===== src/ising_pkg.sv =====
// ====================
// Ising energy shared definitions
// ====================

`default_nettype none

package ising_pkg;

    // Problem size
    localparam int NUM_SPIN = 8;
    localparam int NUM_UNIT = 4;
    localparam int NUM_ROUND = NUM_SPIN / NUM_UNIT;

    // Operand and result widths
    localparam int BITJ = 4;
    localparam int BITH = 4;
    localparam int SCALING_BIT = 5;
    localparam int MULTBIT = BITH + SCALING_BIT - 1;
    localparam int LOCAL_ENERGY_BIT = MULTBIT + 3;
    localparam int TOTAL_ENERGY_BIT = LOCAL_ENERGY_BIT + 3;

    typedef logic [NUM_SPIN-1:0] spin_vec_t;
    // One row of J, entry j in bits 4j+3:4j
    typedef logic [NUM_SPIN*BITJ-1:0] j_row_t;
    typedef logic signed [BITH-1:0] hbias_t;
    typedef logic [SCALING_BIT-1:0] hscale_t;
    typedef logic signed [LOCAL_ENERGY_BIT-1:0] local_energy_t;
    typedef logic signed [TOTAL_ENERGY_BIT-1:0] total_energy_t;
    typedef logic [$clog2(NUM_UNIT)-1:0] unit_idx_t;
    typedef logic [0:0] round_idx_t;

    // APB register map
    localparam logic [7:0] ADDR_CTRL = 8'h00;
    localparam logic [7:0] ADDR_SPIN = 8'h04;
    localparam logic [7:0] ADDR_HBIAS = 8'h08;
    localparam logic [7:0] ADDR_STATUS = 8'h0C;
    localparam logic [7:0] ADDR_ENERGY = 8'h10;
    localparam logic [7:0] ADDR_J_BASE = 8'h20;

    // Dispatcher FSM
    typedef enum logic [1:0] {
        IDLE,
        ISSUE,
        WAIT
    } disp_state_e;

endpackage

`default_nettype wire


===== src/spin_calc_if.sv =====
// ====================
// Unit operand and result link
// ====================

`timescale 1ns/1ps
`default_nettype none

interface spin_calc_if;
    import ising_pkg::*;

    // Operands, sampled whenever op_valid is high
    logic op_valid;
    spin_vec_t spin_vector;
    logic current_spin;
    j_row_t weight_row;
    hbias_t hbias;
    hscale_t hscaling;

    // Local energy of one spin
    local_energy_t energy;
    logic energy_valid;

    modport disp (output op_valid, spin_vector, current_spin, weight_row, hbias, hscaling);
    modport unit (
        input op_valid, spin_vector, current_spin, weight_row, hbias, hscaling,
        output energy, energy_valid
    );
    modport acc (input energy, energy_valid);

endinterface

`default_nettype wire


===== src/ising_apb_regs.sv =====
// ====================
// Ising APB register file
// ====================

`timescale 1ns/1ps
`default_nettype none

module ising_apb_regs (
    input  logic clk_i,
    input  logic rst_n_i,
    // APB slave
    input  logic psel_i,
    input  logic penable_i,
    input  logic pwrite_i,
    input  logic [7:0] paddr_i,
    input  logic [31:0] pwdata_i,
    output logic [31:0] prdata_o,
    output logic pready_o,
    output logic pslverr_o,
    // Run operands towards the dispatcher
    output ising_pkg::spin_vec_t spin_o,
    output ising_pkg::j_row_t [ising_pkg::NUM_SPIN-1:0] j_rows_o,
    output ising_pkg::hbias_t [ising_pkg::NUM_SPIN-1:0] hbias_o,
    output ising_pkg::hscale_t hscaling_o,
    output logic start_o,
    output logic busy_o,
    // Result from the accumulator
    input  ising_pkg::total_energy_t energy_i,
    input  logic done_i
);
    import ising_pkg::*;

    logic access;
    logic is_j;
    logic mapped;
    logic guarded;
    logic err;
    logic wr_en;
    logic [$clog2(NUM_SPIN)-1:0] j_idx;

    spin_vec_t spin_q;
    j_row_t [NUM_SPIN-1:0] j_q;
    hbias_t [NUM_SPIN-1:0] hbias_q;
    hscale_t hscale_q;
    total_energy_t energy_q;
    logic busy_q;
    logic done_q;

    // ====================
    // Address decode
    // ====================
    assign access = psel_i & penable_i;
    // J window is 32-byte aligned, so the row index is a plain slice
    assign j_idx = paddr_i[2 +: $clog2(NUM_SPIN)];
    assign is_j = (paddr_i[1:0] == 2'b00)
        && (int'(paddr_i) >= int'(ADDR_J_BASE))
        && (int'(paddr_i) < int'(ADDR_J_BASE) + 4 * NUM_SPIN);

    // Guarded registers must not change under a running evaluation
    always_comb begin
        case (paddr_i)
            ADDR_CTRL, ADDR_SPIN, ADDR_HBIAS: begin
                mapped = 1'b1;
                guarded = 1'b1;
            end
            ADDR_STATUS, ADDR_ENERGY: begin
                mapped = 1'b1;
                guarded = 1'b0;
            end
            default: begin
                mapped = is_j;
                guarded = is_j;
            end
        endcase
    end

    assign err = access & (~mapped | (pwrite_i & guarded & busy_q));
    assign wr_en = access & pwrite_i & ~err;
    assign pslverr_o = err;
    // No wait states
    assign pready_o = 1'b1;

    // Start pulse in the access phase, already blocked while busy by err
    assign start_o = wr_en & (paddr_i == ADDR_CTRL) & pwdata_i[0];

    // Operand registers
    always_ff @(posedge clk_i) begin
        if (wr_en && is_j) j_q[j_idx] <= pwdata_i;
        if (wr_en && paddr_i == ADDR_SPIN) spin_q <= pwdata_i[NUM_SPIN-1:0];
        if (wr_en && paddr_i == ADDR_HBIAS) hbias_q <= pwdata_i;
        if (wr_en && paddr_i == ADDR_CTRL) hscale_q <= pwdata_i[8 +: SCALING_BIT];
    end

    // ====================
    // Run status
    // ====================
    always_ff @(posedge clk_i or negedge rst_n_i) begin
        if (!rst_n_i) begin
            busy_q <= 1'b0;
            done_q <= 1'b0;
            energy_q <= '0;
        end else if (start_o) begin
            // New run hides the previous result flag
            busy_q <= 1'b1;
            done_q <= 1'b0;
        end else if (done_i) begin
            busy_q <= 1'b0;
            done_q <= 1'b1;
            energy_q <= energy_i;
        end
    end

    // Read mux
    always_comb begin
        prdata_o = '0;
        if (is_j) begin
            prdata_o = j_q[j_idx];
        end else begin
            case (paddr_i)
                ADDR_CTRL: prdata_o = 32'(hscale_q) << 8;
                ADDR_SPIN: prdata_o = 32'(spin_q);
                ADDR_HBIAS: prdata_o = hbias_q;
                ADDR_STATUS: prdata_o = {30'b0, done_q, busy_q};
                // Sign extension to the bus width
                ADDR_ENERGY: prdata_o = 32'(energy_q);
                default: prdata_o = '0;
            endcase
        end
    end

    assign spin_o = spin_q;
    assign j_rows_o = j_q;
    assign hbias_o = hbias_q;
    assign hscaling_o = hscale_q;
    assign busy_o = busy_q;

endmodule

`default_nettype wire


===== src/energy_dispatcher.sv =====
// ====================
// Round dispatcher
// ====================

`timescale 1ns/1ps
`default_nettype none

module energy_dispatcher #(
    parameter int PIPES = 1
) (
    input  logic clk_i,
    input  logic rst_n_i,
    input  logic start_i,
    input  ising_pkg::spin_vec_t spin_i,
    input  ising_pkg::j_row_t [ising_pkg::NUM_SPIN-1:0] j_rows_i,
    input  ising_pkg::hbias_t [ising_pkg::NUM_SPIN-1:0] hbias_i,
    input  ising_pkg::hscale_t hscaling_i,
    spin_calc_if.disp calc_if [ising_pkg::NUM_UNIT]
);
    import ising_pkg::*;

    disp_state_e state_q;
    round_idx_t round_q;
    // Drain counter for the unit pipeline
    logic [$clog2(PIPES+1):0] wait_q;

    always_ff @(posedge clk_i or negedge rst_n_i) begin
        if (!rst_n_i) begin
            state_q <= IDLE;
            round_q <= '0;
            wait_q <= '0;
        end else begin
            case (state_q)
                IDLE: begin
                    if (start_i) begin
                        state_q <= ISSUE;
                        round_q <= '0;
                    end
                end
                ISSUE: begin
                    round_q <= round_q + 1'b1;
                    if (round_q == round_idx_t'(NUM_ROUND - 1)) begin
                        state_q <= (PIPES == 0) ? IDLE : WAIT;
                        wait_q <= '0;
                    end
                end
                WAIT: begin
                    wait_q <= wait_q + 1'b1;
                    if (int'(wait_q) == PIPES - 1) state_q <= IDLE;
                end
                default: state_q <= IDLE;
            endcase
        end
    end

    // ====================
    // Operand issue
    // ====================
    // Unit k of round r handles spin r*NUM_UNIT + k
    for (genvar k = 0; k < NUM_UNIT; k++) begin : g_issue
        logic [$clog2(NUM_SPIN)-1:0] spin_idx;

        assign spin_idx = {round_q, unit_idx_t'(k)};
        assign calc_if[k].op_valid = (state_q == ISSUE);
        assign calc_if[k].spin_vector = spin_i;
        assign calc_if[k].current_spin = spin_i[spin_idx];
        assign calc_if[k].weight_row = j_rows_i[spin_idx];
        assign calc_if[k].hbias = hbias_i[spin_idx];
        assign calc_if[k].hscaling = hscaling_i;
    end

endmodule

`default_nettype wire


===== src/adder_tree.sv =====
// ====================
// Pipelined signed adder tree
// ====================

`timescale 1ns/1ps
`default_nettype none

module adder_tree #(
    parameter int N = 8,
    parameter int DATAW = 8,
    parameter int PIPES = 1
) (
    input  logic clk_i,
    input  logic rst_n_i,
    input  logic [N-1:0][DATAW-1:0] data_i,
    output logic signed [DATAW+$clog2(N)-1:0] sum_o
);
    localparam int LEVELS = $clog2(N);
    localparam int OUTW = DATAW + LEVELS;

    // Heap layout, root at 0 and leaves at N-1 .. 2N-2
    logic signed [OUTW-1:0] node [2*N-1];

    // Leaves, sign extended to the full result width
    for (genvar i = 0; i < N; i++) begin : g_leaf
        assign node[N-1+i] = OUTW'($signed(data_i[i]));
    end

    // Inner nodes
    // Level counted from the leaves, 1 at the first adders
    // A level gets a register where PIPES*level/LEVELS steps up
    for (genvar i = 0; i < N - 1; i++) begin : g_node
        localparam int LVL = LEVELS - ($clog2(i + 2) - 1);
        localparam bit REG = (LVL * PIPES / LEVELS) != ((LVL - 1) * PIPES / LEVELS);

        logic signed [OUTW-1:0] sum;

        assign sum = node[2*i+1] + node[2*i+2];

        if (REG) begin : g_reg
            always_ff @(posedge clk_i or negedge rst_n_i) begin
                if (!rst_n_i) begin
                    node[i] <= '0;
                end else begin
                    node[i] <= sum;
                end
            end
        end else begin : g_comb
            assign node[i] = sum;
        end
    end

    assign sum_o = node[0];

endmodule

`default_nettype wire


===== src/partial_energy_calc.sv =====
// ====================
// Local energy of one spin
// ====================

`timescale 1ns/1ps
`default_nettype none

module partial_energy_calc #(
    parameter int PIPES = 1
) (
    input  logic clk_i,
    input  logic rst_n_i,
    spin_calc_if.unit calc_if
);
    import ising_pkg::*;

    logic [NUM_SPIN-1:0][MULTBIT-1:0] mult_out;
    logic signed [MULTBIT-1:0] h_ext;
    logic signed [MULTBIT-1:0] h_scaled;
    logic [2:0] h_shift;
    logic signed [LOCAL_ENERGY_BIT-1:0] tree_sum;
    logic signed [LOCAL_ENERGY_BIT-1:0] local_sum;

    // Delay lines, tap 0 is the issue cycle
    logic valid_dly [PIPES+1];
    logic spin_dly [PIPES+1];
    logic signed [MULTBIT-1:0] h_dly [PIPES+1];

    // s_j * J_ij, a spin bit of 0 negates the entry
    always_comb begin
        for (int j = 0; j < NUM_SPIN; j++) begin
            logic signed [MULTBIT-1:0] w;
            w = MULTBIT'($signed(calc_if.weight_row[j*BITJ +: BITJ]));
            mult_out[j] = calc_if.spin_vector[j] ? w : -w;
        end
    end

    adder_tree #(
        .N(NUM_SPIN),
        .DATAW(MULTBIT),
        .PIPES(PIPES)
    ) i_tree (
        .clk_i(clk_i),
        .rst_n_i(rst_n_i),
        .data_i(mult_out),
        .sum_o(tree_sum)
    );

    // Power-of-two scale as a shift, other values fall back to 1
    always_comb begin
        case (calc_if.hscaling)
            5'd2: h_shift = 3'd1;
            5'd4: h_shift = 3'd2;
            5'd8: h_shift = 3'd3;
            5'd16: h_shift = 3'd4;
            default: h_shift = 3'd0;
        endcase
    end

    assign h_ext = MULTBIT'(calc_if.hbias);
    assign h_scaled = h_ext <<< h_shift;

    // ====================
    // Tree alignment
    // ====================
    assign valid_dly[0] = calc_if.op_valid;
    assign spin_dly[0] = calc_if.current_spin;
    assign h_dly[0] = h_scaled;

    for (genvar p = 0; p < PIPES; p++) begin : g_dly
        always_ff @(posedge clk_i or negedge rst_n_i) begin
            if (!rst_n_i) begin
                valid_dly[p+1] <= 1'b0;
            end else begin
                valid_dly[p+1] <= valid_dly[p];
            end
        end

        always_ff @(posedge clk_i) begin
            spin_dly[p+1] <= spin_dly[p];
            h_dly[p+1] <= h_dly[p];
        end
    end

    // Add bias then apply s_i
    assign local_sum = tree_sum + LOCAL_ENERGY_BIT'(h_dly[PIPES]);
    assign calc_if.energy = spin_dly[PIPES] ? local_sum : -local_sum;
    assign calc_if.energy_valid = valid_dly[PIPES];

endmodule

`default_nettype wire


===== src/energy_accumulator.sv =====
// ====================
// Total energy accumulator
// ====================

`timescale 1ns/1ps
`default_nettype none

module energy_accumulator #(
    parameter int PIPES = 1
) (
    input  logic clk_i,
    input  logic rst_n_i,
    input  logic start_i,
    spin_calc_if.acc calc_if [ising_pkg::NUM_UNIT],
    output ising_pkg::total_energy_t energy_o,
    output logic done_o
);
    import ising_pkg::*;

    local_energy_t unit_e [NUM_UNIT];
    logic [NUM_UNIT-1:0] unit_v;
    total_energy_t round_sum;
    total_energy_t total_q;
    round_idx_t round_q;
    logic done_q;
    logic armed_q;
    logic accept;

    for (genvar k = 0; k < NUM_UNIT; k++) begin : g_tap
        assign unit_e[k] = calc_if[k].energy;
        assign unit_v[k] = calc_if[k].energy_valid;
    end

    // Sum of the valid units in this cycle
    always_comb begin
        round_sum = '0;
        for (int k = 0; k < NUM_UNIT; k++) begin
            if (unit_v[k]) round_sum = round_sum + TOTAL_ENERGY_BIT'(unit_e[k]);
        end
    end

    // Unit results only count inside a run
    assign accept = armed_q && (|unit_v);

    always_ff @(posedge clk_i or negedge rst_n_i) begin
        if (!rst_n_i) begin
            total_q <= '0;
            round_q <= '0;
            done_q <= 1'b0;
            armed_q <= 1'b0;
        end else begin
            done_q <= 1'b0;
            if (start_i) begin
                total_q <= '0;
                round_q <= '0;
                armed_q <= 1'b1;
            end else if (accept) begin
                total_q <= total_q + round_sum;
                round_q <= round_q + 1'b1;
                // Last round in, one-cycle done pulse
                if (round_q == round_idx_t'(NUM_ROUND - 1)) begin
                    done_q <= 1'b1;
                    armed_q <= 1'b0;
                end
            end
        end
    end

    assign energy_o = total_q;
    assign done_o = done_q;

endmodule

`default_nettype wire


===== src/ising_energy_top.sv =====
// ====================
// Ising energy evaluator top
// ====================

`timescale 1ns/1ps
`default_nettype none

module ising_energy_top #(
    parameter int PIPES = 1
) (
    input  logic clk_i,
    input  logic rst_n_i,
    input  logic psel_i,
    input  logic penable_i,
    input  logic pwrite_i,
    input  logic [7:0] paddr_i,
    input  logic [31:0] pwdata_i,
    output logic [31:0] prdata_o,
    output logic pready_o,
    output logic pslverr_o,
    output logic done_o
);
    import ising_pkg::*;

    spin_vec_t spin;
    j_row_t [NUM_SPIN-1:0] j_rows;
    hbias_t [NUM_SPIN-1:0] hbias;
    hscale_t hscaling;
    logic start;
    logic acc_done;
    logic done_q;
    total_energy_t energy;

    // One link per unit
    spin_calc_if calc_if [NUM_UNIT] ();

    ising_apb_regs i_regs (
        .clk_i(clk_i),
        .rst_n_i(rst_n_i),
        .psel_i(psel_i),
        .penable_i(penable_i),
        .pwrite_i(pwrite_i),
        .paddr_i(paddr_i),
        .pwdata_i(pwdata_i),
        .prdata_o(prdata_o),
        .pready_o(pready_o),
        .pslverr_o(pslverr_o),
        .spin_o(spin),
        .j_rows_o(j_rows),
        .hbias_o(hbias),
        .hscaling_o(hscaling),
        .start_o(start),
        .busy_o(),
        .energy_i(energy),
        .done_i(acc_done)
    );

    energy_dispatcher #(
        .PIPES(PIPES)
    ) i_disp (
        .clk_i(clk_i),
        .rst_n_i(rst_n_i),
        .start_i(start),
        .spin_i(spin),
        .j_rows_i(j_rows),
        .hbias_i(hbias),
        .hscaling_i(hscaling),
        .calc_if(calc_if)
    );

    for (genvar k = 0; k < NUM_UNIT; k++) begin : g_unit
        partial_energy_calc #(
            .PIPES(PIPES)
        ) i_unit (
            .clk_i(clk_i),
            .rst_n_i(rst_n_i),
            .calc_if(calc_if[k])
        );
    end

    energy_accumulator #(
        .PIPES(PIPES)
    ) i_acc (
        .clk_i(clk_i),
        .rst_n_i(rst_n_i),
        .start_i(start),
        .calc_if(calc_if),
        .energy_o(energy),
        .done_o(acc_done)
    );

    // Pulse in step with the STATUS done bit
    always_ff @(posedge clk_i or negedge rst_n_i) begin
        if (!rst_n_i) begin
            done_q <= 1'b0;
        end else begin
            done_q <= acc_done;
        end
    end

    assign done_o = done_q;

endmodule

`default_nettype wire


===== config.mk =====
export PLATFORM = sky130hd
export DESIGN_NAME = ising_energy_top
export DESIGN_NICKNAME = d
export VERILOG_FILES = /design/src/ising_pkg.sv /design/src/spin_calc_if.sv /design/src/ising_apb_regs.sv /design/src/energy_dispatcher.sv /design/src/adder_tree.sv /design/src/partial_energy_calc.sv /design/src/energy_accumulator.sv /design/src/ising_energy_top.sv
export SDC_FILE = /design/constraint.sdc
export NUM_CORES = 1
export LEC_CHECK = 0
export BUFFER_PORTS_ARGS = -buffer_cell sky130_fd_sc_hd__buf_2
export CORE_MARGIN = 3
export CORE_UTILIZATION = 60
export DETAILED_ROUTE_END_ITERATION = 10
export HOLD_SLACK_MARGIN = 0.12
export PLACE_DENSITY = 0.77
export SYNTH_ARGS = -nofsm -noshare
export SYNTH_HDL_FRONTEND = slang
export SYNTH_SLANG_ARGS = --single-unit
export TNS_END_PERCENT = 50

===== constraint.sdc =====
create_clock -name clk_i -period 9.4 [get_ports clk_i]
set_input_delay 0.47 -clock clk_i [delete_from_list [all_inputs] [get_ports clk_i]]
set_output_delay 0.47 -clock clk_i [all_outputs]
set_load 0.01 [all_outputs]

==> results.yml <==
power_and_ir_drop:
  internal_power_mw: 3.14
  irDropWorstVdd_mv: 0.176
  p_total_mw: 4.03
  p_sw_mw: 0.889
  p_leak_nw: 15.6
  power_frac_comb: 0.043
  swShare: 0.221
  clkPwrFrac: 0.461
  powerDensity_mw_per_mm2: 117
  p_seq_frac: 0.495
critical_path:
  cp-start-kind: "flop"
  crit_start: "g_unit[0].i_unit.i_tree.sum_o[0]"
  path_class: "reg2reg"
  critPathMostFrequentCell: "ha_1"
  max_stage_delay_ns: 0.55
  required_ns: 9.91
  crit_end: "i_acc.energy_o[12]"
  r2r-start: "g_unit[0].i_unit.i_tree.sum_o[0]"
  crit_fanout: 6
  reg2reg_depth: 32
  rrSetupSlack_ns: 1.81
  critPathArrivalTime_ns: 8.11
  r2r_end: "i_acc.energy_o[12]"
  end_kind: "flop"
  cpMaxStageDelayCell: "fa_1"
layout:
  area.sequential_mm2: 0.0119
  num-nets-final: 3436
  final_common_cell: "edfxtp_1"
  final_cell_mix: "edfxtp_1 (301), inv_1 (283), ha_1 (251)"
  fillCellCount: 3828
  drive_gt1_frac: 0.0969
  multi_input_area_mm2: 0.0185
  areaGrowthSynthToFinish_pct: 8.78
timing:
  skew_ns: 0.0261
  hold_viol_final: 0
  hold-worst-slack_ns: 0.156
  fmax_mhz: 132
  min_period_ns: 7.59
  slew_headroom: 0.312
  slew_violations: 0
  setup_viol: 0
  fin_crit_sh: 0.808
  setup_tns_ns: 0
  worst_pin_slew_ns: 1.03
  grt_setup_unrepaired: "no"
flow_run:
  drv_cap: 0
placed_design:
  port_buffers: 78
  dp_hpwl_mm: 67.8
  place.gp.congestion: 1.04
clocking:
  hold_buffers: 1
  post_cts_resized: 0
  clock_path_buffers: 3
  insertion_delay_ns: 0.60
  post-cts-setup-buffers: 0
  cts_sinks: 421
  clkSlewWorstSetupHoldPaths_ns: 0.06
  cts-htree-levels: 2
  cts-root-buf: "clkbuf_16"
  cts_tree: "yes"
  cts_buffers: 47
die:
  die_x_um: 236
  start_util: 0.612
  rows: 83
  top_level_ports: 80
  die_h_um: 236
  die_area_mm2: 0.0556
  core_area_mm2: 0.0518
synthesis:
  synth_top_family_by_area: "adder cells"
  synth-simple-area-share: 0.103
  synth_seq_cells: 421
  synthCells: 2926
  synthFlopType: "edfxtp_1"
  syn_avg_cell_area_um2: 10.8
  synth_cell_types: 75
  synth-async-reset-ratio: 0.200
  synth_edf_count: 301
  syn_nets: 3374
  synth_compound_area_frac: 0.106
  ys_seq_area_frac: 0.374
  yosys.area_share.adder: 0.195
  yosysWarnings: 0
  netlist_area_mm2: 0.0317
  synth_xor_area_frac: 0.0576
  muxShareOfSynthArea: 0.118
grt:
  track_usage: 0.321
  grt-ovfl-total: 0
  grt_start_max_net_pins: 84
  grt_antenna_before_repair: 6
  grt_pass1_wl_mm: 136
  first_global_vias: 23600
routing:
  route.detailed.drc: 0
  ant_nets: 0
  totalWireLength_mm: 89.0
  drt_iter0_drc: 2392
  num_vias: 23200
  via_per_inst: 6.25
  dr.pass1.iters: 5
  routed_wire_length_per_instance_um: 24.0
worst_hold_path:
  hold_class: "in2reg"
run_status:
  outcome: "finished clean"
per-layer routing:
metal	up-vias	wire [µm]	GRT usage
li1	10500	-	-
met1	11300	35100	0.430
met2	1122	40100	0.503
met3	214	9410	0.0735
met4	4	4490	0.141
met5	-	21	0
worst min-delay path by stage:
stage                            start  slack [ns]                                 to  depth (start not counted)
after floorplan                rst_n_i        0.17                             done_o                          0
after global placement         rst_n_i        0.33   g_unit[1].i_unit.i_tree.sum_o[8]                          1
after detailed placement       rst_n_i        0.33  g_unit[0].i_unit.i_tree.sum_o[10]                          1
after CTS                 pwdata_i[29]        0.14                 i_regs.hbias_o[29]                          1
after global routing      pwdata_i[29]        0.16               i_regs.j_rows_o[189]                          1
final                     pwdata_i[29]        0.16                 i_regs.hbias_o[29]                          1
synth_stat cells (all sizes together), types with 5 or more instances:
cell,count,share of area
mux2i,198,0.063
a22oi,5,0.0012
buf,33,0.0041
o21a,8,0.0019
a2111oi,8,0.0026
fa,152,0.096
a31oi,12,0.0024
o21ai,109,0.017
nor3b,5,0.0012
a21o,56,0.013
a211oi,11,0.0028
mux4,64,0.045
nor3,42,0.0066
xnor2,141,0.039
or3,10,0.0020
inv,284,0.034
a222oi,11,0.0035
xor2,65,0.018
nor4,8,0.0016
nor2b,31,0.0061
nand2,148,0.018
mux2,27,0.0096
edfxtp,301,0.29
clkbuf,67,0.0079
nand3b,33,0.0078
and2,60,0.012
and3,22,0.0043
nor2,201,0.024
dfxtp,36,0.023
a21boi,17,0.0040
nand3,40,0.0063
nand2b,44,0.0087
a211o,10,0.0028
o41ai,5,0.0016
a21oi,244,0.039
dfrtp,84,0.066
or4,5,0.0013
ha,251,0.099
o21bai,39,0.0094
final cells by class:
class,instances,share of cell area
antenna,2,0.000145
tap,680,0.0247
multi-input combinational,2119,0.535
sequential,421,0.344
clock buffer,64,0.0393
inverter,286,0.0311
clock inverter,22,0.00566
timing repair buffer,113,0.0195
per-stage QoR:
step	cell area, µm²	setup WS [ns]	std cells	utilization
global route	34500	1.20	3705	0.665
CTS	34500	1.79	3705	0.665
detailed placement	32900	1.84	3618	0.635
floorplan	31700	2.50	2926	-
finish	34500	1.81	3707	0.665
global placement	32900	2.03	3618	0.635
kinds of logic after synthesis:
kind of cell	Yosys count
and+or+nand+nor	664
other	1
muxes	289
buffers and inverters	386
xor gates and xnor gates	207
DFF	421
adders and majority gates	403
AOI/OAI and AO/OA	555
power groups by stage:
stage | clock (mW) | sequential (mW) | combinational [mW]
6_report | 1.86 | 1.99 | 0.175
5_1_grt | 1.95 | 1.99 | 0.191
4_1_cts | 1.87 | 1.99 | 0.174
3_5_place_dp | 0 | 2.03 | 0.173
3_3_place_gp | 0 | 2.03 | 0.166
2_1_floorplan | 0 | 2.03 | 0.108
sequential cells by signal, indices dropped and copies added (netlist names), 2 cells and up:
name / flops
g_unit.i_unit.h_dly: 32
g_unit.i_unit.i_tree.sum_o: 44
g_unit.i_unit.spin_dly: 4
i_acc.energy_o: 14
i_disp.state_q: 2
i_disp.wait_q: 2
i_regs.energy_q: 14
i_regs.hbias_o: 32
i_regs.hscaling_o: 5
i_regs.j_rows_o: 256
i_regs.spin_o: 8
critical path: cells and delay by family, from the launching register on:
kind / cells / cell delay, ns
xor+xnor: 3 / 0.32
flops: 1 / 0.37
buf+inv: 1 / 0.06
simple gates: 12 / 2.56
fa+ha+maj: 7 / 2.09
compound gates: 9 / 2.12
Note: power is estimated with default switching activity, not from simulation.
